File: src/verilog/gat_defs.svh
`ifndef GAT_DEFS_SVH
`define GAT_DEFS_SVH

// ============================================================
// Layer sizes
// ============================================================
`define GAT_TOTAL_NODES       8
`define GAT_NUM_FEATURE_IN    11
`define GAT_NUM_FEATURE_OUT   16

// ============================================================
// Memory capacity and data widths
// ============================================================
`define GAT_H_DATA_DEPTH      64
`define GAT_DATA_WIDTH        8

// Wide enough for 11 products of two signed 8-bit values
`define GAT_WH_DATA_WIDTH     20

`endif

File: src/verilog/gat_addr_pkg.sv
`include "gat_defs.svh"

package gat_addr_pkg;

  // ============================================================
  // Indices
  // ============================================================
  typedef logic [$clog2(`GAT_H_DATA_DEPTH)-1:0]    h_addr_t;
  typedef logic [$clog2(`GAT_TOTAL_NODES)-1:0]     node_idx_t;
  typedef logic [$clog2(`GAT_NUM_FEATURE_IN)-1:0]  feat_in_idx_t;
  typedef logic [$clog2(`GAT_NUM_FEATURE_OUT)-1:0] feat_out_idx_t;

  // ============================================================
  // Composite addresses
  // ============================================================

  // Weight address is {input row, output column}
  typedef logic [$bits(feat_in_idx_t)+$bits(feat_out_idx_t)-1:0] wgt_addr_t;

  // WH address is {node, output feature}
  typedef logic [$bits(node_idx_t)+$bits(feat_out_idx_t)-1:0] wh_addr_t;

endpackage

File: src/verilog/gat_data_pkg.sv
`include "gat_defs.svh"

package gat_data_pkg;

  // Column index into one row of H
  localparam int col_idx_w = $clog2(`GAT_NUM_FEATURE_IN);

  // Row length counts 0 up to the full input width
  localparam int row_len_w = $clog2(`GAT_NUM_FEATURE_IN + 1);

  // ============================================================
  // Stored formats
  // ============================================================

  // One nonzero of sparse H
  typedef struct packed {
    logic signed [`GAT_DATA_WIDTH-1:0] val;
    logic [col_idx_w-1:0]              col;
  } h_entry_t;

  // Per-node entry, nonzero count only
  typedef struct packed {
    logic [row_len_w-1:0] row_len;
  } node_info_t;

  typedef logic signed [`GAT_DATA_WIDTH-1:0] weight_t;

  // Accumulated product row element
  typedef logic signed [`GAT_WH_DATA_WIDTH-1:0] wh_t;

endpackage

File: src/verilog/gat_bram.sv
`timescale 1ns/1ns

module gat_bram #(
  parameter type payload_t = logic [7:0],
  parameter int  depth     = 16,
  localparam int addr_w    = $clog2(depth)
)(
  input  logic              clk,

  // Write port
  input  logic              ena,
  input  logic [addr_w-1:0] addra,
  input  payload_t          din,

  // Read port, one cycle latency
  input  logic [addr_w-1:0] addrb,
  output payload_t          doutb
);

  payload_t mem [depth];

  always_ff @(posedge clk) begin
    if (ena) begin
      mem[addra] <= din;
    end
  end

  always_ff @(posedge clk) begin
    doutb <= mem[addrb];
  end

  // Depth need not be a power of two
  a_wr_in_range: assert property (
    @(posedge clk) ena |-> (addra < depth)
  ) else $error("gat_bram write address %0d beyond depth %0d", addra, depth);

endmodule

File: src/verilog/gat_wh_buffer.sv
`timescale 1ns/1ns
`include "gat_defs.svh"

module gat_wh_buffer
  import gat_data_pkg::*, gat_addr_pkg::*;
(
  input  logic     clk,
  input  logic     rst,

  // From the core
  input  logic     wh_we,
  input  wh_addr_t wh_waddr,
  input  wh_t      wh_wdata,
  input  logic     done,

  // Host readback
  input  wh_addr_t wh_out_addr,
  output wh_t      wh_out_dout,
  output logic     gat_ready
);

  // ============================================================
  // Result memory
  // ============================================================
  gat_bram #(
    .payload_t (wh_t),
    .depth     (`GAT_TOTAL_NODES * `GAT_NUM_FEATURE_OUT)
  ) wh_bram_i (
    .clk   (clk),
    .ena   (wh_we),
    .addra (wh_waddr),
    .din   (wh_wdata),
    .addrb (wh_out_addr),
    .doutb (wh_out_dout)
  );

  // Held until the next reset
  always_ff @(posedge clk) begin
    if (rst) begin
      gat_ready <= 1'b0;
    end else if (done) begin
      gat_ready <= 1'b1;
    end
  end

  // Results stay stable while the host reads
  a_no_write_after_done: assert property (
    @(posedge clk) disable iff (rst)
    gat_ready |-> !wh_we
  ) else $error("WH write after done");

endmodule
File: config.mk
export PLATFORM = sky130hd
export DESIGN_NAME = gat_wh_buffer
export DESIGN_NICKNAME = d
export VERILOG_FILES = /design/src/verilog/gat_addr_pkg.sv /design/src/verilog/gat_data_pkg.sv /design/src/verilog/gat_bram.sv /design/src/verilog/gat_wh_buffer.sv
export VERILOG_INCLUDE_DIRS = /design/src /design/src/verilog
export SDC_FILE = /design/constraint.sdc
export NUM_CORES = 2
export LEC_CHECK = 0
export BUFFER_PORTS_ARGS = -buffer_cell sky130_fd_sc_hd__buf_4
export CAP_MARGIN = 10
export CORE_MARGIN = 10
export CORE_UTILIZATION = 35
export DETAILED_ROUTE_END_ITERATION = 12
export PLACE_DENSITY = 0.56
export SETUP_SLACK_MARGIN = 0.02
export SKIP_LAST_GASP = 1
export SLEW_MARGIN = 20
export SYNTH_ARGS = -nofsm -noshare
export SYNTH_HDL_FRONTEND = slang
export SYNTH_SLANG_ARGS = --single-unit
File: constraint.sdc
create_clock -name clk -period 3 [get_ports clk]
set_clock_uncertainty 0.15 [all_clocks]
set_input_delay 0.6 -clock clk [delete_from_list [all_inputs] [get_ports clk]]
set_output_delay 0.6 -clock clk [all_outputs]
set_load 0.03 [all_outputs]
Yosys cells after proc, flatten, opt, wreduce, memory -nomap -nowiden
Memories as Yosys holds them, arrays and structs flattened. A register that Yosys moved wholly into a read port is not among the register bits.
Cells that the tools add are included.
{"block": "op_classes", "mux": 2}
{"op": "$mux W1", "n": 2}
{"block": "word_totals", "inputBits": 38, "ramBits": 2560, "regBits": 1, "mem_count": 1, "wordCells": 4}
{"memory": "wh_bram_i.mem", "words": 128, "width": 20, "rd": 1, "rd_ports_with_merged_regs": 1, "write_ports": 1, "line_no": "gat_bram.sv:20", "source": "payload_t mem [depth];"}

Longest topological paths before layout
{"block": "logic_depth", "word_depth": 2, "depth_mapped": 7, "ltp_nobuf": 4}

Modules after synthesis
Synthesis repeated with hierarchy kept, for this count alone.
{"block": "unflattened", "hier_cells": 3814, "hier_area_um2": 97986.5}
{"module": "gat_bram", "cells_per_inst": 3812, "area_each_um2": 97956.4, "instances": 1, "seq_area_each_um2": 77274.1}
{"module": "gat_wh_buffer", "cells_per_inst": 2, "area_each_um2": 30.0, "instances": 1, "seq_area_each_um2": 20.0}

Worst setup path before layout
Ideal clock, no wire load.
{"block": "synth_timing", "kind": "input port to flip-flop", "start": "in wh_out_addr[0]", "end": "reg wh_bram_i.doutb[0] (netlist bit), read port of wh_bram_i.mem", "t_arrival_ns": 2.976, "path_stages": 6, "path_buffers": 2, "required_time_ns": 2.729, "path_slack_ns": -0.246, "path_cell_list": "buf_2 clkbuf_1 mux4_2 mux4_2 mux4_2 mux2_2"}
{"item": "start: declaration", "line_no": "gat_wh_buffer.sv:17", "source": "input wh_addr_t wh_out_addr,"}
{"item": "end: declaration", "line_no": "gat_bram.sv:17", "source": "output payload_t doutb"}

==> metrics.txt <==
post-route ant nets 0; layout cells sized above 1 40.2%; Reg area just under 0.08 sq mm; Vias per Instance ~5.4; Routability Congestion ~0.79; most frequent cells in the layout 2560 x edfxtp_1, 840 x mux4_2, 300 x buf_4; gr usage total around 17%; CP cell instances buf_8 -> buf_12 -> buf_4 -> mux4_2 -> mux4_2 -> mux4_2 -> mux2_2; Slew Viols, Final 0; LEAKAGE 36.0 nW; Pre-antenna DRT Iters 5; hpwl dp about 160000 microns; period utilization 99.8%; Seq/Total Area, Yosys between 70% and 80%; CTS tree built; Period minus WS final 2990 ps; crit path DAT ~3600 ps; Final Hold Fails 0; worst hold margin about 72 ps; Net Count, Synth between 3000 and 4000; drt drc 0; critical path's most frequent cell mux4_2; Netlist Area Pre-Place ~0.098 sq mm; Core ar. 0.279 sq mm; area of the multi-input gates approximately 0.02 sq mm; clk slew on worst S/H paths ~60 ps; CP endpoint kind register; fill count approximately 24000; delay-heaviest family, CP multiplexers; Avg WL per Cell roughly 31 microns; CTS Buf Count 269; Crit Path Class in -> reg; Max Fclk around 330 MHz; DRT iter0 DRCs a little under 5000; Post-synth top flop edfxtp_1; largest net degree at the start of global routing ~130; Worst Path Required ~3600 ps; crit-path max FO 15; top-level port count a little under 60; CTS sink cnt roughly 2600; CTS Buffer Depth 4; sum of negative setup slack 0 ps; max-capacitance violation count 0; most common cell after layout, fill and taps aside edfxtp_1; Slew @ Worst Pin 826 ps; Placed Cells 7829; critical path's largest stage delay between 600 and 700 ps; unique cell type count in the Yosys netlist 15; die area a little over 0.3 sq mm; Layout Nets 4420; DRT Wirelength 262000 microns; Synth Register Bits between 2000 and 3000; Critical-path top delay cell mux4_2; final std cells w/o fill around 8300; clk_lat worst skew 850 ps; Layout area overhead 19.0%; Root Buffer Master clkbuf_16; worst path bufs/invs 3; VDD IR max ~0.39 mV; RSZ-0062 raised after global routing true; GR Overflow Total 0; Ys Warns 0; Cells after Synth between 3000 and 4000; PD cells 652 mW/mm^2; DR vias approximately 45000; mean area per synthesized cell 25.7 sq um; status completed; Hold Crit Class in -> reg; # H-tree levels 5; Port Buffers 58; initial core utilization 35.1%; Final setup violation count 0; Die Span Y between 500 and 600 microns; first-pass GRT wire length 367000 microns; die width roughly 550 microns; Critical Path Source Type input pin; row count ~190; slew margin rel. 44.9%; pre-CTS WS -976 ps; Async SR Flop Fraction 0%; vias in the first global route ~47000; setup ws final 6.59 ps; EDFF count, synth 2560; antenna violations before repair 38
cell usage after synthesis (2+ instances only):
master	number	area (sq um)
nand2_1	14	52.6
mux2_2	20	225
nor2_1	124	465
edfxtp_1	2560	76900
mux4_2	840	18900
buf_2	67	335
dfxtp_1	21	420
nor3_1	9	45.0
clkbuf_1	124	465
buf_1	11	41.3
nand4_1	3	18.8
nand3_1	12	60.1
nand2b_1	2	12.5
nor2b_1	7	43.8
sequential cells by signal, summed over array words and instances (netlist names):
| signal | flops |
|---|---|
| gat_ready | 1 |
| wh_bram_i.mem | 2560 |
| wh_bram_i.doutb | 20 |
worst reg2reg max path, cell delays in order, from the launching register on:
cell	delay, ps
edfxtp_1	370
mux4_2	480
mux4_2	590
mux4_2	660
mux2_2	340
area by class of cell:
cell class | instances | share of cell area [%]
Timing Repair Buffer | 498 | 5.25
Multi-Input combinational cell | 1032 | 17.4
Clock buffer | 328 | 6.08
Sequential cell | 2581 | 66.3
Clock inverter | 130 | 0.980
Antenna cell | 19 | 0.0408
Tap cell | 3724 | 4.00
logic make-up (layout without fill, tap and decap cells):
family,count (synthesis),count (layout),share of synthesized area [%]
simple gates,172,172,0.719
flops,2581,2581,78.9
other cells,0,19,0
mux,860,860,19.5
buf+inv,202,956,0.859
stage by stage:
stage / utilization [%] / cell area, sq um / total power [W]
floorplan: - / 98200 / 0.0427
global placement: 38.8 / 108000 / 0.0450
detailed placement: 38.8 / 108000 / 0.0451
CTS: 41.8 / 117000 / 0.0768
global route: 41.8 / 117000 / 0.0783
finish: 41.8 / 117000 / 0.0760
worst paths after layout:
path / start / to / slack, ps / cells past startpoint
worst min register to register: gat_ready / gat_ready / 860 / 3
worst min-delay path: wh_wdata[5] / wh_bram_i.mem[122][5] / 70 / 1
worst max register to register: wh_bram_i.mem[124][8] / wh_bram_i.doutb[8] / 290 / 4
worst max-delay path: wh_out_addr[0] / wh_bram_i.doutb[18] / 7 / 7
routing by layer:
metal | GRT usage, % | part of all wire [%]
met1 | 22.9 | 41
met2 | 28.9 | 50
met3 | 2.73 | 6.3
met4 | 4.35 | 2.7
met5 | 0 | 0.024
what timing repair did:
| action | CTS | global route |
|---|---|---|
| buffers inserted | 0 | 0 |
| hold buffers | 6 | 0 |
| gates cloned | 0 | 1 |
| setup endpoints to repair | 3 | 2 |
| gates resized for setup | 2 | 2 |
| hold endpoints to repair | 19 | 0 |
report_power, final:
group,internal [W],switching [W]
Clock,0.0182,0.0136
Sequential,0.0398,0.000182
Combinational,0.00179,0.00244
Total,0.0598,0.0162
Power figures use the tool's default switching activity.
