File: config.mk
export PLATFORM = sky130hd
export DESIGN_NAME = gat_load_ctrl
export DESIGN_NICKNAME = d
export VERILOG_FILES = /design/src/verilog/gat_addr_pkg.sv /design/src/verilog/gat_data_pkg.sv /design/src/verilog/gat_bram.sv /design/src/verilog/gat_load_ctrl.sv
export VERILOG_INCLUDE_DIRS = /design/src /design/src/verilog
export SDC_FILE = /design/constraint.sdc
export NUM_CORES = 2
export LEC_CHECK = 0
export BUFFER_PORTS_ARGS = -buffer_cell sky130_fd_sc_hd__buf_4
export CORE_MARGIN = 8
export CORE_UTILIZATION = 65
export CTS_BUF_LIST = sky130_fd_sc_hd__clkbuf_8
export DETAILED_ROUTE_END_ITERATION = 6
export PLACE_DENSITY = 0.82
export SLEW_MARGIN = 20
export SYNTH_ARGS = -nofsm -noshare
export SYNTH_HDL_FRONTEND = slang
export SYNTH_HIERARCHICAL = 1
export SYNTH_SLANG_ARGS = --single-unit
File: constraint.sdc
create_clock -name clk -period 2.8 [get_ports clk]
set_input_delay 0.28 -clock clk [delete_from_list [all_inputs] [get_ports clk]]
set_output_delay 0.28 -clock clk [all_outputs]
set_load 0.02 [all_outputs]
File: src/verilog/gat_defs.svh
`ifndef GAT_DEFS_SVH
`define GAT_DEFS_SVH

// ============================================================
// Layer sizes
// ============================================================
`define GAT_TOTAL_NODES       8
`define GAT_NUM_FEATURE_IN    11
`define GAT_NUM_FEATURE_OUT   16

// ============================================================
// Memory capacity and data widths
// ============================================================
`define GAT_H_DATA_DEPTH      64
`define GAT_DATA_WIDTH        8

// Wide enough for 11 products of two signed 8-bit values
`define GAT_WH_DATA_WIDTH     20

`endif

File: src/verilog/gat_addr_pkg.sv
`include "gat_defs.svh"

package gat_addr_pkg;

  // ============================================================
  // Indices
  // ============================================================
  typedef logic [$clog2(`GAT_H_DATA_DEPTH)-1:0]    h_addr_t;
  typedef logic [$clog2(`GAT_TOTAL_NODES)-1:0]     node_idx_t;
  typedef logic [$clog2(`GAT_NUM_FEATURE_IN)-1:0]  feat_in_idx_t;
  typedef logic [$clog2(`GAT_NUM_FEATURE_OUT)-1:0] feat_out_idx_t;

  // ============================================================
  // Composite addresses
  // ============================================================

  // Weight address is {input row, output column}
  typedef logic [$bits(feat_in_idx_t)+$bits(feat_out_idx_t)-1:0] wgt_addr_t;

  // WH address is {node, output feature}
  typedef logic [$bits(node_idx_t)+$bits(feat_out_idx_t)-1:0] wh_addr_t;

endpackage

File: src/verilog/gat_data_pkg.sv
`include "gat_defs.svh"

package gat_data_pkg;

  // Column index into one row of H
  localparam int col_idx_w = $clog2(`GAT_NUM_FEATURE_IN);

  // Row length counts 0 up to the full input width
  localparam int row_len_w = $clog2(`GAT_NUM_FEATURE_IN + 1);

  // ============================================================
  // Stored formats
  // ============================================================

  // One nonzero of sparse H
  typedef struct packed {
    logic signed [`GAT_DATA_WIDTH-1:0] val;
    logic [col_idx_w-1:0]              col;
  } h_entry_t;

  // Per-node entry, nonzero count only
  typedef struct packed {
    logic [row_len_w-1:0] row_len;
  } node_info_t;

  typedef logic signed [`GAT_DATA_WIDTH-1:0] weight_t;

  // Accumulated product row element
  typedef logic signed [`GAT_WH_DATA_WIDTH-1:0] wh_t;

endpackage

File: src/verilog/gat_bram.sv
`timescale 1ns/1ns

module gat_bram #(
  parameter type payload_t = logic [7:0],
  parameter int  depth     = 16,
  localparam int addr_w    = $clog2(depth)
)(
  input  logic              clk,

  // Write port
  input  logic              ena,
  input  logic [addr_w-1:0] addra,
  input  payload_t          din,

  // Read port, one cycle latency
  input  logic [addr_w-1:0] addrb,
  output payload_t          doutb
);

  payload_t mem [depth];

  always_ff @(posedge clk) begin
    if (ena) begin
      mem[addra] <= din;
    end
  end

  always_ff @(posedge clk) begin
    doutb <= mem[addrb];
  end

  // Depth need not be a power of two
  a_wr_in_range: assert property (
    @(posedge clk) ena |-> (addra < depth)
  ) else $error("gat_bram write address %0d beyond depth %0d", addra, depth);

endmodule

File: src/verilog/gat_load_ctrl.sv
`timescale 1ns/1ns
`include "gat_defs.svh"

module gat_load_ctrl
  import gat_data_pkg::*, gat_addr_pkg::*;
(
  input  logic       clk,
  input  logic       rst,

  // Host write side
  input  h_entry_t   h_data_bram_din,
  input  logic       h_data_bram_ena,
  input  h_addr_t    h_data_bram_addra,
  input  node_info_t h_node_info_bram_din,
  input  logic       h_node_info_bram_ena,
  input  node_idx_t  h_node_info_bram_addra,
  input  weight_t    wgt_bram_din,
  input  logic       wgt_bram_ena,
  input  wgt_addr_t  wgt_bram_addra,

  input  logic       h_data_bram_load_done,
  input  logic       h_node_info_bram_load_done,
  input  logic       wgt_bram_load_done,

  // Core read side
  input  h_addr_t    h_rd_addr,
  output h_entry_t   h_rd_data,
  input  node_idx_t  info_rd_addr,
  output node_info_t info_rd_data,
  input  wgt_addr_t  wgt_rd_addr,
  output weight_t    wgt_rd_data,

  output logic       start
);

  logic all_done;
  logic fired;

  // ============================================================
  // Memories
  // ============================================================
  gat_bram #(.payload_t(h_entry_t), .depth(`GAT_H_DATA_DEPTH)) h_data_bram_i (
    .clk   (clk),
    .ena   (h_data_bram_ena),
    .addra (h_data_bram_addra),
    .din   (h_data_bram_din),
    .addrb (h_rd_addr),
    .doutb (h_rd_data)
  );

  gat_bram #(.payload_t(node_info_t), .depth(`GAT_TOTAL_NODES)) h_node_info_bram_i (
    .clk   (clk),
    .ena   (h_node_info_bram_ena),
    .addra (h_node_info_bram_addra),
    .din   (h_node_info_bram_din),
    .addrb (info_rd_addr),
    .doutb (info_rd_data)
  );

  gat_bram #(
    .payload_t (weight_t),
    .depth     (`GAT_NUM_FEATURE_IN * `GAT_NUM_FEATURE_OUT)
  ) wgt_bram_i (
    .clk   (clk),
    .ena   (wgt_bram_ena),
    .addra (wgt_bram_addra),
    .din   (wgt_bram_din),
    .addrb (wgt_rd_addr),
    .doutb (wgt_rd_data)
  );

  // ============================================================
  // Start, once per reset
  // ============================================================
  assign all_done = h_data_bram_load_done & h_node_info_bram_load_done & wgt_bram_load_done;
  assign start    = all_done & ~fired;

  always_ff @(posedge clk) begin
    if (rst) begin
      fired <= 1'b0;
    end else if (all_done) begin
      fired <= 1'b1;
    end
  end

  // Memories are read by the core from here on
  a_no_late_write: assert property (
    @(posedge clk) disable iff (rst)
    fired |-> !(h_data_bram_ena || h_node_info_bram_ena || wgt_bram_ena)
  ) else $error("host write after start");

endmodule

Word-level counts from Yosys, hierarchy flattened

Memory sizes are Yosys's and may differ from the RTL's. A register that Yosys moved wholly into a read port is not among the register bits.
Index checks and enable logic that the tools add are counted.

Muxes and demuxes: 6
Bitwise logic cells: 4

Operators by type and width:

| operator      | number |
|---|---|
| $mux W1       | 6 |
| $and A1 B1 Y1 | 3 |
| $not A1 Y1    | 1 |

Flip-flop bits (word level): 1
Bits in writable memories: 2,208
Input bits: 66
Output and inout bits: 25
Logic and storage cells: 14
Memories kept: 3

Memories:

| name                   | depth | bits a word | rd ports | clocked after Yosys merged registers in | wr ports | line           | text |
|---|---|---|---|---|---|---|---|
| wgt_bram_i.mem         | 176   | 8           | 1        | 1                                       | 1        | gat_bram.sv:20 | `payload_t mem [depth];` |
| h_data_bram_i.mem      | 64    | 12          | 1        | 1                                       | 1        | gat_bram.sv:20 |  |
| h_node_info_bram_i.mem | 8     | 4           | 1        | 1                                       | 1        | gat_bram.sv:20 |  |

Longest topological paths before layout

Word-level depth: 3
Gate-level depth with buffers: 11
Depth with buffers taken out: 6

By module

Netlist, hierarchy kept.

Modules (own cells, without submodules):

| module                         | instances | cells each | area an instance (um2) | sequential area each (um2) |
|---|---|---|---|---|
| gat_bram at wgt_bram_i         | 1         | 2,664      | 55,246.7               | 42,440.7 |
| gat_bram at h_data_bram_i      | 1         | 1,339      | 29,851.1               | 23,302.3 |
| gat_bram at h_node_info_bram_i | 1         | 63         | 1,370.1                | 1,041.0 |
| gat_load_ctrl                  | 1         | 5          | 46.3                   | 20.0 |

Least setup slack after synthesis

OpenSTA, ideal clock, no wires.

Path type: in2reg
Start: input port h_data_bram_addra[3]
End: memory h_data_bram_i/mem[48][0] (netlist bit), enable pin
Setup time: 0.396 ns
Data arrival time: 1.668 ns
Data required time: 2.404 ns
Path slack: 0.736 ns
Cell stages on the path: 4
Path buffers: 1
Cells stage by stage: clkbuf_1 nor2b_1 nand4b_1 nor3_1

RTL lines:

| element         | line                | text |
|---|---|---|
| start, declared | gat_load_ctrl.sv:13 | `input h_addr_t h_data_bram_addra,` |
| end, declared   | gat_bram.sv:20      |  |

Straight into the memory's write port.

==> results.tsv <==
metric	value	unit
start_util	65.2	%
yosysSeqAreaShare	77.2	%
ys.flop_type	edfxtp_1	
slowest_stage	dlygate4sd3_1	
setup_viol	0	
wirelength	211	mm
final_cells	6805	
skew	0.0805	ns
pre_cts_slack	-0.366	ns
gp_congestion	0.923	
synthXorXnorAreaFrac	0	%
period_share	91.5	%
ant_nets	0	
period_needed	2.56	ns
netlist_instances	4071	
crit_fanout	1	
slowest_delay	0.57	ns
port-buffer-count	90	
drive_above_1_share	28.7	%
cts.sinks	2233	
numCtsBuffers	349	
synth-async-reset-ratio	0	%
p_int	0.0512	W
setup_ws	0.239	ns
coreArea	0.133	mm^2
grt_max_degree	102	
layout_common_cells	edfxtp_1, buf_4, mux4_2, clkbuf_8, nor2_1	
cts_root_buffer	clkbuf_8	
maxCapViolCount	0	
report.final.slew_viol_count	0	
syn_area	0.0865	mm^2
clk_latency	1.02	ns
first_pass_iters	6	
antenna_found_initial	6	
slew_headroom	31.9	%
cp_cell_sequence	mux4_2 > mux2_2 > o22a_1 > o221ai_1 > o31ai_1 > dlygate4sd3_1	
overflow	0	
dpl.cell_count	6134	
num_vias	46200	
swShare	22.3	%
path_buf_inv	1	
power.switching	0.0147	W
drt_iter0_drc	6839	
dpl.hpwl	127	mm
worst_pin_slew	1.02	ns
clkPwrFrac	38.2	%
clk_pin_slew_worst_paths	0.07	ns
criticalPathCategory	reg -> reg	
synth-compound-area-share	3.18	%
outcome	complete, no violations	
cp.required	3.72	ns
synth_top_family_by_area	multiplexers	
critPathTopFamily	multiplexers	
cts_tree	yes	
p_per_area	667	mW/mm^2
grt_first_pass_wirelength	309	mm
vias_per_cell	6.79	
cp-start-kind	flop	
hp-class	in -> reg	
post_cts_buffers	0	
dieArea	0.145	mm^2
die_h	381	um
final_common_cell	edfxtp_1	
track_usage	28.8	%
clock_path_buffers	4	
mappedNetlistNets	4137	
ir_drop	0.000619	V
pwr-share-comb	5.6	%
area_delta_synth_final	14.0	%
synthSimpleGateAreaFrac	2.83	%
ys_warn_count	6	
io-pin-count	91	
synthMuxAreaShare	15.0	%
nNetsFinal	4848	
ys_types	54	
synth_fa_ha_area_share	0	%
placementRows	134	
synth_edf_count	2208	
finalHoldViolations	0	
pwr-share-seq	56.2	%
fmax	390	MHz
cts_max_level	5	
cp.arrival	3.48	ns
cp-end-kind	flop	
die_w	381	um
final_util	74.3	%
fillers	6631	
ys_ff_latch	2233	
syn_area_per_cell	21.3	um^2
rsz0062_at_grt	false	
p_leak	32.3	nW
drcViolationCount	0	
grt_pass1_vias	47500	
post_drt_wl_per_cell	31.0	um
tns	0	ns
power by group through the flow:
stage | combinational (W) | sequential [W] | clock [W]
2_1_floorplan | 0.00186 | 0.0377 | 0
3_3_place_gp | 0.00341 | 0.0377 | 0
3_5_place_dp | 0.00354 | 0.0377 | 0
4_1_cts | 0.00365 | 0.0370 | 0.0254
5_1_grt | 0.00383 | 0.0370 | 0.0268
6_report | 0.00371 | 0.0370 | 0.0251
per-layer routing:
| metal | track usage, % | wire length, um |
|---|---|---|
| met1 | 38.1 | 71800 |
| met2 | 46.2 | 103000 |
| met3 | 6.65 | 25400 |
| met4 | 13.2 | 10800 |
| met5 | 0 | 31 |
cell usage after synthesis (all sizes together), types with 3 or more instances:
library cell / instances / area [um^2]
a2111oi: 7 / 105
a211oi: 43 / 323
a21oi: 73 / 369
a221o: 3 / 30.0
a221oi: 8 / 70.1
a22o: 8 / 70.1
a22oi: 87 / 653
a311oi: 9 / 78.8
a31oi: 9 / 56.3
a32o: 4 / 40.0
and2: 14 / 87.6
and3b: 3 / 26.3
buf: 148 / 1190
clkbuf: 83 / 317
dfxtp: 25 / 500
edfxtp: 2208 / 66300
inv: 3 / 11.3
mux2: 12 / 135
mux2i: 169 / 1690
mux4: 490 / 11200
nand2: 70 / 263
nand2b: 30 / 188
nand3: 71 / 360
nand3b: 3 / 22.5
nand4: 12 / 75.1
nor2: 280 / 1050
nor2b: 29 / 181
nor3: 13 / 65.1
nor4: 7 / 43.8
o21ai: 20 / 100
o21bai: 8 / 60.1
o221ai: 24 / 210
o22a: 10 / 87.6
o22ai: 62 / 388
o32ai: 7 / 61.3
or2: 6 / 37.5
path summary, 6_finish.rpt:
check	slack, ns	startpoint	cells past startpoint	to
max	0.24	h_data_bram_i/mem[16][1]	6	h_data_bram_i/doutb[1]
min	0.11	wgt_rd_addr[6]	5	wgt_bram_i/doutb[6]
min reg2reg	0.69	h_node_info_bram_i/mem[2][2]	2	h_node_info_bram_i/doutb[2]
max reg2reg	0.24	h_data_bram_i/mem[16][1]	6	h_data_bram_i/doutb[1]
worst min-delay path, cell delays in order:
cell and delay, ns:
buf_4 0.15, nor2b_1 0.15, buf_4 0.18, nand4_1 0.12
o311a_1 0.17
cells by family (layout without fill, tap and decap cells):
family	after synthesis	in the layout
multiplexers	671	671
other	0	7
AO/OA/AOI/OAI	388	388
AND/OR/NAND/NOR	544	544
buffers and inverters	235	1194
flip-flops	2233	2233
sequential cells by signal, indices dropped and copies added, names as in the netlist:
| signal | flops |
|---|---|
| wgt_bram_i/mem | 1408 |
| h_data_bram_i/mem | 768 |
| h_node_info_bram_i/mem | 32 |
| h_data_bram_i/doutb | 12 |
| wgt_bram_i/doutb | 8 |
| h_node_info_bram_i/doutb | 4 |
| fired | 1 |
stage by stage:
stage	total power, W	hold WS [ns]	cell area (um^2)
2_1_floorplan	0.0396	0.342	86500
3_3_place_gp	0.0411	0.435	91700
3_5_place_dp	0.0412	0.443	91700
4_1_cts	0.0660	0.00740	98600
5_1_grt	0.0676	0.0445	98600
6_report	0.0658	0.109	98600
area by class of cell:
class	instances	area [um^2]	area share [%]
clock inverters	238	1260	1.28
diodes	7	17.5	0.0178
inverters	4	15.0	0.0152
clock buffers	361	4970	5.04
flip-flops and latches	2233	66800	67.7
well taps	1768	2210	2.24
repair buffers	591	5140	5.22
multi-input cells	1603	18200	18.5
timing repair:
item | 4_1_cts | 5_1_grt
gates resized for setup | 0 | 0
hold buffers | 65 | 0
hold endpoints to repair | 2100 | 0
Power figures use the tool's default switching activity.
