===== config.mk =====
export PLATFORM = sky130hd
export DESIGN_NAME = gat_spmm
export DESIGN_NICKNAME = d
export VERILOG_FILES = /design/src/verilog/gat_addr_pkg.sv /design/src/verilog/gat_data_pkg.sv /design/src/verilog/gat_spmm.sv
export VERILOG_INCLUDE_DIRS = /design/src /design/src/verilog
export SDC_FILE = /design/constraint.sdc
export NUM_CORES = 1
export LEC_CHECK = 0
export ABC_AREA = 1
export BUFFER_PORTS_ARGS = -buffer_cell sky130_fd_sc_hd__buf_4
export CORE_MARGIN = 2
export CORE_UTILIZATION = 31
export CTS_CLUSTER_DIAMETER = 50
export CTS_CLUSTER_SIZE = 16
export DETAILED_ROUTE_END_ITERATION = 8
export MAX_ROUTING_LAYER = met4
export SLEW_MARGIN = 20
export SYNTH_ARGS = -nofsm -noshare
export SYNTH_HDL_FRONTEND = slang
export SYNTH_SLANG_ARGS = --single-unit

===== constraint.sdc =====
create_clock -name clk -period 5.24 [get_ports clk]
set_input_delay 0.524 -clock clk [delete_from_list [all_inputs] [get_ports clk]]
set_output_delay 0.524 -clock clk [all_outputs]
set_load 0.01 [all_outputs]

===== src/verilog/gat_defs.svh =====
`ifndef GAT_DEFS_SVH
`define GAT_DEFS_SVH

// ============================================================
// Layer sizes
// ============================================================
`define GAT_TOTAL_NODES       8
`define GAT_NUM_FEATURE_IN    11
`define GAT_NUM_FEATURE_OUT   16

// ============================================================
// Memory capacity and data widths
// ============================================================
`define GAT_H_DATA_DEPTH      64
`define GAT_DATA_WIDTH        8

// Wide enough for 11 products of two signed 8-bit values
`define GAT_WH_DATA_WIDTH     20

`endif


===== src/verilog/gat_addr_pkg.sv =====
`include "gat_defs.svh"

package gat_addr_pkg;

  // ============================================================
  // Indices
  // ============================================================
  typedef logic [$clog2(`GAT_H_DATA_DEPTH)-1:0]    h_addr_t;
  typedef logic [$clog2(`GAT_TOTAL_NODES)-1:0]     node_idx_t;
  typedef logic [$clog2(`GAT_NUM_FEATURE_IN)-1:0]  feat_in_idx_t;
  typedef logic [$clog2(`GAT_NUM_FEATURE_OUT)-1:0] feat_out_idx_t;

  // ============================================================
  // Composite addresses
  // ============================================================

  // Weight address is {input row, output column}
  typedef logic [$bits(feat_in_idx_t)+$bits(feat_out_idx_t)-1:0] wgt_addr_t;

  // WH address is {node, output feature}
  typedef logic [$bits(node_idx_t)+$bits(feat_out_idx_t)-1:0] wh_addr_t;

endpackage


===== src/verilog/gat_data_pkg.sv =====
`include "gat_defs.svh"

package gat_data_pkg;

  // Column index into one row of H
  localparam int col_idx_w = $clog2(`GAT_NUM_FEATURE_IN);

  // Row length counts 0 up to the full input width
  localparam int row_len_w = $clog2(`GAT_NUM_FEATURE_IN + 1);

  // ============================================================
  // Stored formats
  // ============================================================

  // One nonzero of sparse H
  typedef struct packed {
    logic signed [`GAT_DATA_WIDTH-1:0] val;
    logic [col_idx_w-1:0]              col;
  } h_entry_t;

  // Per-node entry, nonzero count only
  typedef struct packed {
    logic [row_len_w-1:0] row_len;
  } node_info_t;

  typedef logic signed [`GAT_DATA_WIDTH-1:0] weight_t;

  // Accumulated product row element
  typedef logic signed [`GAT_WH_DATA_WIDTH-1:0] wh_t;

endpackage


===== src/verilog/gat_spmm.sv =====
`timescale 1ns/1ns
`include "gat_defs.svh"

module gat_spmm
  import gat_data_pkg::*, gat_addr_pkg::*;
(
  input  logic       clk,
  input  logic       rst,
  input  logic       start,

  output h_addr_t    h_rd_addr,
  input  h_entry_t   h_rd_data,
  output node_idx_t  info_rd_addr,
  input  node_info_t info_rd_data,
  output wgt_addr_t  wgt_rd_addr,
  input  weight_t    wgt_rd_data,

  output logic       wh_we,
  output wh_addr_t   wh_waddr,
  output wh_t        wh_wdata,
  output logic       done
);

  typedef enum logic [2:0] {
    st_idle,
    st_info,
    st_info_data,
    st_entry,
    st_entry_data,
    st_sweep,
    st_write,
    st_done
  } state_t;

  localparam feat_out_idx_t last_feat = feat_out_idx_t'(`GAT_NUM_FEATURE_OUT - 1);
  localparam node_idx_t     last_node = node_idx_t'(`GAT_TOTAL_NODES - 1);

  state_t                            state;
  node_idx_t                         node;
  h_addr_t                           h_ptr;
  feat_in_idx_t                      col;
  feat_out_idx_t                     feat;
  feat_out_idx_t                     mac_feat;
  logic                              mac_valid;
  logic signed [`GAT_DATA_WIDTH-1:0] cur_val;
  logic [$bits(node_info_t)-1:0]     row_left;
  logic signed [2*`GAT_DATA_WIDTH-1:0] product;
  wh_t                               acc [`GAT_NUM_FEATURE_OUT];

  assign h_rd_addr    = h_ptr;
  assign info_rd_addr = node;
  assign wgt_rd_addr  = {col, feat};

  assign wh_we    = (state == st_write);
  assign wh_waddr = {node, feat};
  assign wh_wdata = acc[feat];
  assign done     = (state == st_done);

  assign product = cur_val * wgt_rd_data;

  // ============================================================
  // Node and entry walk
  // ============================================================
  always_ff @(posedge clk) begin
    if (rst) begin
      state    <= st_idle;
      node     <= '0;
      h_ptr    <= '0;
      col      <= '0;
      feat     <= '0;
      row_left <= '0;
    end else begin
      case (state)
        st_idle: begin
          if (start) begin
            node  <= '0;
            h_ptr <= '0;
            state <= st_info;
          end
        end
        st_info: state <= st_info_data;
        st_info_data: begin
          row_left <= info_rd_data.row_len;
          feat     <= '0;
          state    <= (info_rd_data.row_len == '0) ? st_write : st_entry;
        end
        st_entry: state <= st_entry_data;
        st_entry_data: begin
          col      <= h_rd_data.col;
          feat     <= '0;
          h_ptr    <= h_ptr + 1'b1;
          row_left <= row_left - 1'b1;
          state    <= st_sweep;
        end
        st_sweep: begin
          // Last MAC of this row lands in the next state
          feat <= feat + 1'b1;
          if (feat == last_feat) begin
            state <= (row_left == '0) ? st_write : st_entry;
          end
        end
        st_write: begin
          feat <= feat + 1'b1;
          if (feat == last_feat) begin
            if (node == last_node) begin
              state <= st_done;
            end else begin
              node  <= node + 1'b1;
              state <= st_info;
            end
          end
        end
        default: state <= st_idle;
      endcase
    end
  end

  // ============================================================
  // Accumulator, one feature behind the weight read
  // ============================================================
  always_ff @(posedge clk) begin
    if (rst) begin
      mac_valid <= 1'b0;
      for (int i = 0; i < `GAT_NUM_FEATURE_OUT; i++) begin
        acc[i] <= '0;
      end
    end else begin
      mac_valid <= (state == st_sweep);
      if (mac_valid) begin
        acc[mac_feat] <= acc[mac_feat] + product;
      end
      if (state == st_write) begin
        acc[feat] <= '0;
      end
    end
  end

  always_ff @(posedge clk) begin
    mac_feat <= feat;
    if (state == st_entry_data) begin
      cur_val <= h_rd_data.val;
    end
  end

  a_col_in_range: assert property (
    @(posedge clk) disable iff (rst)
    (state == st_entry_data) |-> (h_rd_data.col < `GAT_NUM_FEATURE_IN)
  ) else $error("H column index %0d out of range", h_rd_data.col);

endmodule


### Word level (Yosys, flattened, before mapping)

Memory sizes are Yosys's and may differ from the RTL's. A register that Yosys moved wholly into a read port is not among the register bits.
Cells that the tools add are included.

* multiplexer cells: 31
* reduce and logical (&&, ||, !) cells: 14
* add/subtract/negate cells: 5
* eq/ne operators: 13
* $mul: 1

Operators by type and width (count)
* $mux 20: 2
* $reduce_or 20->1: 2
* $mux 3: 9
* $pmux 3 s7: 1
* $add 20x16->20: 1
* $mul 8x8->16: 1
* $mux 4: 4
* $pmux 4 s2: 2
* $eq 3x3->1 const B: 5
* $pmux 6 s2: 1
* $mux 1: 10
* $logic_not 4->1: 2
* $reduce_bool 2->1: 4
* $add 6x1->6 const B: 1
* $eq 3x2->1 const B: 2
* $mux 6: 1
* $ne 2x2->1 const B: 3
* $pmux 3 s2: 1
* $add 4x1->4 const B: 1
* $eq 4x4->1 const B: 1
* $reduce_and 4->1: 1
* $reduce_or 2->1: 2
* $sub 4x1->4 const B: 1
* $add 3x1->3 const B: 1
* other kinds (5): 5

* bits of input ports: 27
* word-level logic and storage cells: 74
* output and inout bits: 46
* memories kept: 1
* memory bits (writable): 320
* register bits after elaboration: 37

Memories
* acc: words 16, width 20, rd ports 2, clocked after Yosys merged registers in 2, write ports 16, line gat_spmm.sv:48 `` wh_t acc [`GAT_NUM_FEATURE_OUT]; ``

### Logic depth before layout (Yosys ltp)

* word-level depth: 6
* depth in mapped cells: 32
* depth with buffers taken out: 28

### Least setup slack after synthesis

OpenSTA, ideal clock, no wires.

* path type: reg2reg
* start point: register mac_feat[0]
* end point: memory acc[15][12] in the netlist's numbering
* cell stages (with the launch flop): 26
* arrival: 5561 ps
* slack: -449 ps
* setup time: 128 ps
* path buffers: 3
* data required time: 5112 ps
* clock period less this slack: 5689 ps
* cells stage by stage: dfxtp_1 > inv_2 > nor2_4 > buf_2 > clkbuf_1 > a22oi_1 > a21oi_1 > nor4_1 > fa_1 > inv_1 > fa_1 > inv_1 > fa_1 > inv_1 > fa_1 > fa_1 > ha_1 > nand3_1 > nand3_1 > nand2_1 > nand2_1 > xnor2_1 > clkbuf_1 > o22ai_1 > inv_1 > nor2_1

RTL lines
* start: declaration: line gat_spmm.sv:43 `feat_out_idx_t mac_feat;`
* start signal: assignment: line gat_spmm.sv:139 `mac_feat <= feat;`
* end: declaration: line gat_spmm.sv:48

==> insert_results.sql <==
INSERT INTO impl_metrics (metric_group, metric, value, unit) VALUES
('yosys', 'ys_async_sr_fraction', '0', '%'),
('yosys', 'synthDistinctLibCells', '55', ''),
('layout', 'numnets_final', '3561', ''),
('drt', 'drt_drc_violations_left', '0', ''),
('layout', 'fillers', '7297', ''),
('yosys', 'ys_seq_elements', '361', ''),
('layout', 'finalCoreUtilization', '41.0', '%'),
('floorplanning', 'die_w', '276', 'um'),
('layout', 'layout-drive-gt1-share', '24.2', '%'),
('yosys', 'synth_top_flop_cell', 'sky130_fd_sc_hd__dfxtp_1', ''),
('pwr', 'static-leakage-power', '0.0114', 'uW'),
('worst_hold_path', 'timing.hold.worst.class', 'primary input to flip-flop', ''),
('yosys', 'synthesis.yosys.warnings', '0', ''),
('sta', 'final.period_utilization', '108', '%'),
('clock_tree', 'ctsHtreeMaxLevel', '2', ''),
('global_routing', 'grt.total_usage', '24.2', '%'),
('drt', 'final_wirelength', '91600', 'um'),
('yosys', 'synth-seq-area-share', '32.0', '%'),
('yosys', 'post_synth_inst_count', '3194', ''),
('drt', 'via_count', '23700', ''),
('layout', 'antenna_cells_inserted', '0', ''),
('global_routing', 'grt_antenna_before_repair', '0', ''),
('sta', 'clock-skew-final', '0.0537', 'ns'),
('sta', 'post-route-worst-setup-slack', '-0.402', 'ns'),
('sta', 'unrepaired_setup_endpoints_after_global_routing', 'true', ''),
('yosys', 'synthDominantAreaCellType', 'sky130_fd_sc_hd__dfxtp_1', ''),
('sta', 'worst-slew-pin-transition', '0.987', 'ns'),
('yosys', 'synth-edff-count', '8', ''),
('clock_tree', 'ctsHoldBuffers', '0', ''),
('pwr', 'power.density', '463', 'nW/um2'),
('drt', 'detail-route-antenna-nets', '0', ''),
('worst_setup_path', 'crit_path_end_kind', 'flip-flop', ''),
('clock_tree', 'path_clk_slew', '0.07', 'ns'),
('floorplanning', 'die_area', '75900', 'um2'),
('global_routing', 'maximum_number_of_pins_on_one_net_before_global_route_repair', '117', ''),
('yosys', 'postSynthAreaPerCell', '7.15', 'um2'),
('global_routing', 'vias_in_the_first_global_route', '22400', ''),
('global_routing', 'grt_pass1_wl', '137000', 'um'),
('flow_run', 'drv.max_cap_violation_count', '0', ''),
('global_routing', 'overflow_left_after_global_routing', '0', ''),
('clock_tree', 'cts_num_sinks', '361', ''),
('yosys', 'synth_largest_type_area_fraction', '30.9', '%'),
('floorplanning', 'placeableCoreArea', '73000', 'um2'),
('pwr', 'worst_voltage_drop_across_the_vdd_grid', '0.530', 'mV'),
('sta', 'finalMaxSlewViolations', '0', ''),
('drt', 'drt_pass1_iterations', '6', ''),
('drt', 'routed_wire_length_per_instance', '20.9', 'um'),
('floorplanning', 'fp_rows', '99', ''),
('floorplanning', 'start_util', '31.3', '%'),
('layout', 'flow.area_growth_from_synthesis', '30.9', '%'),
('worst_setup_path', 'cp.required', '5.73', 'ns'),
('floorplanning', 'die_height', '276', 'um'),
('drt', 'avgViaCountPerCell', '5.40', ''),
('sta', 'holdWs', '0.115', 'ns'),
('sta', 'fmaxAchievable', '0.177', 'GHz'),
('run_status', 'run_status', 'finished with violations', ''),
('worst_setup_path', 'crit_fanout', '21', ''),
('sta', 'period_minus_slack', '5.64', 'ns'),
('clock_tree', 'clock_path_buffers', '3', ''),
('yosys', 'mappedNetlistArea', '22900', 'um2'),
('run_status', 'violations', 'negative setup slack', ''),
('sta', 'timing_hold_violations_final', '0', ''),
('yosys', 'mappedNetlistNets', '3363', ''),
('worst_setup_path', 'crit_arrival', '6.13', 'ns'),
('drt', 'detailedRoute.firstIterationViolations', '2542', ''),
('clock_tree', 'clock-root-buffer', 'sky130_fd_sc_hd__clkbuf_16', ''),
('sta', 'finalSetupViolCount', '192', ''),
('clock_tree', 'cts_tree', 'yes', ''),
('worst_setup_path', 'critPathKind', 'flip-flop to flip-flop', ''),
('place', 'globalplace.congestion', '0.918', ''),
('place', 'buffer_ports.inserted', '72', ''),
('yosys', 'yosys-top-cells-area', 'sky130_fd_sc_hd__dfxtp_1 (31%), sky130_fd_sc_hd__nand2_1 (10%), sky130_fd_sc_hd__a21oi_1 (9.0%)', ''),
('clock_tree', 'cts_inserted_buffers', '51', ''),
('sta', 'slew_headroom', '33.8', '%'),
('clock_tree', 'clock_latency', '0.63', 'ns'),
('place', 'place_hpwl', '59700', 'um'),
('worst_setup_path', 'worst_setup_path_start_kind', 'flip-flop', ''),
('floorplanning', 'boundaryPins', '73', '');
cell usage in the layout, fill, tap and decap left out, types with 52 or more instances in the layout:
cell / netlist / routed
sky130_fd_sc_hd__nor2_1: 147 / 138
sky130_fd_sc_hd__clkbuf_16: 0 / 52
sky130_fd_sc_hd__inv_1: 415 / 401
sky130_fd_sc_hd__nand2_1: 626 / 597
sky130_fd_sc_hd__a21oi_2: 10 / 53
sky130_fd_sc_hd__nand3_1: 151 / 112
sky130_fd_sc_hd__fa_1: 88 / 81
sky130_fd_sc_hd__buf_4: 18 / 299
sky130_fd_sc_hd__a21oi_1: 411 / 362
sky130_fd_sc_hd__o21ai_0: 232 / 201
sky130_fd_sc_hd__dfxtp_1: 353 / 348
sky130_fd_sc_hd__o22ai_1: 123 / 103
sky130_fd_sc_hd__a22oi_1: 80 / 58
cell type report:
| cell class | count | area (um2) | area share [%] |
|---|---|---|---|
| Clock buffer | 57 | 1330 | 4.44 |
| Clock inverter | 37 | 457 | 1.53 |
| Inverter | 454 | 1760 | 5.88 |
| Multi-Input combinational cell | 2154 | 14300 | 47.9 |
| Sequential cell | 361 | 7320 | 24.5 |
| Tap cell | 959 | 1200 | 4.01 |
| Timing Repair Buffer | 370 | 3520 | 11.8 |
sequential cells by signal, indices dropped and copies added (netlist names), named ones only:
register      cells
col               4
state             3
info_rd_addr      3
row_left          4
feat              4
acc             320
mac_valid         1
mac_feat          4
cur_val           8
h_rd_addr         6
path summary, 6_finish.rpt:
check	end	cells after the start	from	slack [ns]
setup / recovery	acc[6][14]	24	mac_feat[0]	-0.40
hold / removal	cur_val[3]	1	h_rd_data[7]	0.12
setup reg to reg	acc[6][14]	24	mac_feat[0]	-0.40
hold reg to reg	mac_feat[3]	0	feat[3]	0.43
metal layers:
layer | wire (um) | global-route usage [%] | up-vias
met5 | 0 | - | -
met4 | 3770 | 10.3 | 0
met3 | 9540 | 4.31 | 238
met2 | 40900 | 37.1 | 1298
met1 | 37400 | 31.2 | 11200
li1 | - | - | 11000
cell families (layout without fill, tap and decap cells):
family	count (synthesis)	count (layout)	synth area share [%]
AND/OR/NAND/NOR	1023	1026	19.8
adder cells (fa/ha/maj)	142	142	10.7
buffers and inverters	682	918	12.2
flip-flops	361	361	32.0
multiplexers	42	42	1.84
AO/OA/AOI/OAI	936	936	23.2
XOR/XNOR	8	8	0.307
Yosys cell counts (5+ instances only):
library cell                 n
sky130_fd_sc_hd__fa_1       88
sky130_fd_sc_hd__ha_1       54
sky130_fd_sc_hd__o211ai_1   38
sky130_fd_sc_hd__nor2_8      5
sky130_fd_sc_hd__a21oi_1   411
sky130_fd_sc_hd__mux2i_1    42
sky130_fd_sc_hd__inv_2      30
sky130_fd_sc_hd__buf_6       6
sky130_fd_sc_hd__nor2_4     22
sky130_fd_sc_hd__o21ai_0   232
sky130_fd_sc_hd__nand2_1   626
sky130_fd_sc_hd__or2_1       5
sky130_fd_sc_hd__o22ai_1   123
sky130_fd_sc_hd__dfxtp_1   353
sky130_fd_sc_hd__inv_1     415
sky130_fd_sc_hd__nand3_1   151
sky130_fd_sc_hd__edfxtp_1    8
sky130_fd_sc_hd__a22oi_1    80
sky130_fd_sc_hd__a21oi_2    10
sky130_fd_sc_hd__clkbuf_1  109
sky130_fd_sc_hd__nand4_1    10
sky130_fd_sc_hd__or3_1       7
sky130_fd_sc_hd__nor3_1      6
sky130_fd_sc_hd__or2_2       6
sky130_fd_sc_hd__buf_4      18
sky130_fd_sc_hd__nand2_2    10
sky130_fd_sc_hd__nand2_4     6
sky130_fd_sc_hd__o221ai_1   20
sky130_fd_sc_hd__nor2_1    147
sky130_fd_sc_hd__xnor2_1     5
sky130_fd_sc_hd__buf_1      13
sky130_fd_sc_hd__nand3_2    11
sky130_fd_sc_hd__a211oi_1    5
sky130_fd_sc_hd__buf_2      81
metrics by stage:
| step | power, uW | std cells | instance area, um2 | TNS [ns] | setup WS [ns] |
|---|---|---|---|---|---|
| finish | 13900 | 4392 | 29900 | -46.08 | -0.402 |
| detailed placement | 7880 | 4257 | 26100 | -86.28 | -0.536 |
| CTS | 13000 | 4382 | 29300 | -36.82 | -0.299 |
| global placement | 7840 | 4257 | 26100 | -77.14 | -0.519 |
| floorplan | 5640 | 3194 | 23200 | -2.60 | -0.0793 |
| global route | 14300 | 4392 | 29900 | -80.31 | -0.535 |
what timing repair did:
action	in CTS	in global routing
endpoints found under the setup margin	224	226
endpoints found under the hold margin	0	0
buffers inserted	26	9
gates resized for setup	232	128
gates cloned	8	2
pin swaps	59	61
power by group:
part           internal, uW  switching, uW  total (uW)
clock                  2100           1550        3650
combinational          3110           4290        7400
sequential             2780           34.0        2810
total                  7980           5880       13900
worst max-delay path, stage by stage, from the launching register on:
cell	delay (ns)
sky130_fd_sc_hd__dfxtp_4	0.38
sky130_fd_sc_hd__buf_12	0.14
sky130_fd_sc_hd__nand2_8	0.11
sky130_fd_sc_hd__inv_12	0.08
sky130_fd_sc_hd__buf_4	0.16
sky130_fd_sc_hd__a22oi_2	0.18
sky130_fd_sc_hd__a21oi_1	0.08
sky130_fd_sc_hd__or2_1	0.25
sky130_fd_sc_hd__or3_4	0.36
sky130_fd_sc_hd__fa_1	0.54
sky130_fd_sc_hd__inv_1	0.05
sky130_fd_sc_hd__fa_1	0.51
sky130_fd_sc_hd__inv_2	0.04
sky130_fd_sc_hd__fa_2	0.56
sky130_fd_sc_hd__fa_1	0.45
sky130_fd_sc_hd__ha_4	0.30
sky130_fd_sc_hd__ha_4	0.22
sky130_fd_sc_hd__buf_4	0.19
sky130_fd_sc_hd__nand3_1	0.09
sky130_fd_sc_hd__nand2_1	0.07
sky130_fd_sc_hd__or2_4	0.29
sky130_fd_sc_hd__buf_12	0.15
sky130_fd_sc_hd__buf_16	0.14
sky130_fd_sc_hd__nand3_1	0.06
sky130_fd_sc_hd__a21oi_1	0.06
Note: power is estimated with default switching activity, not from simulation.
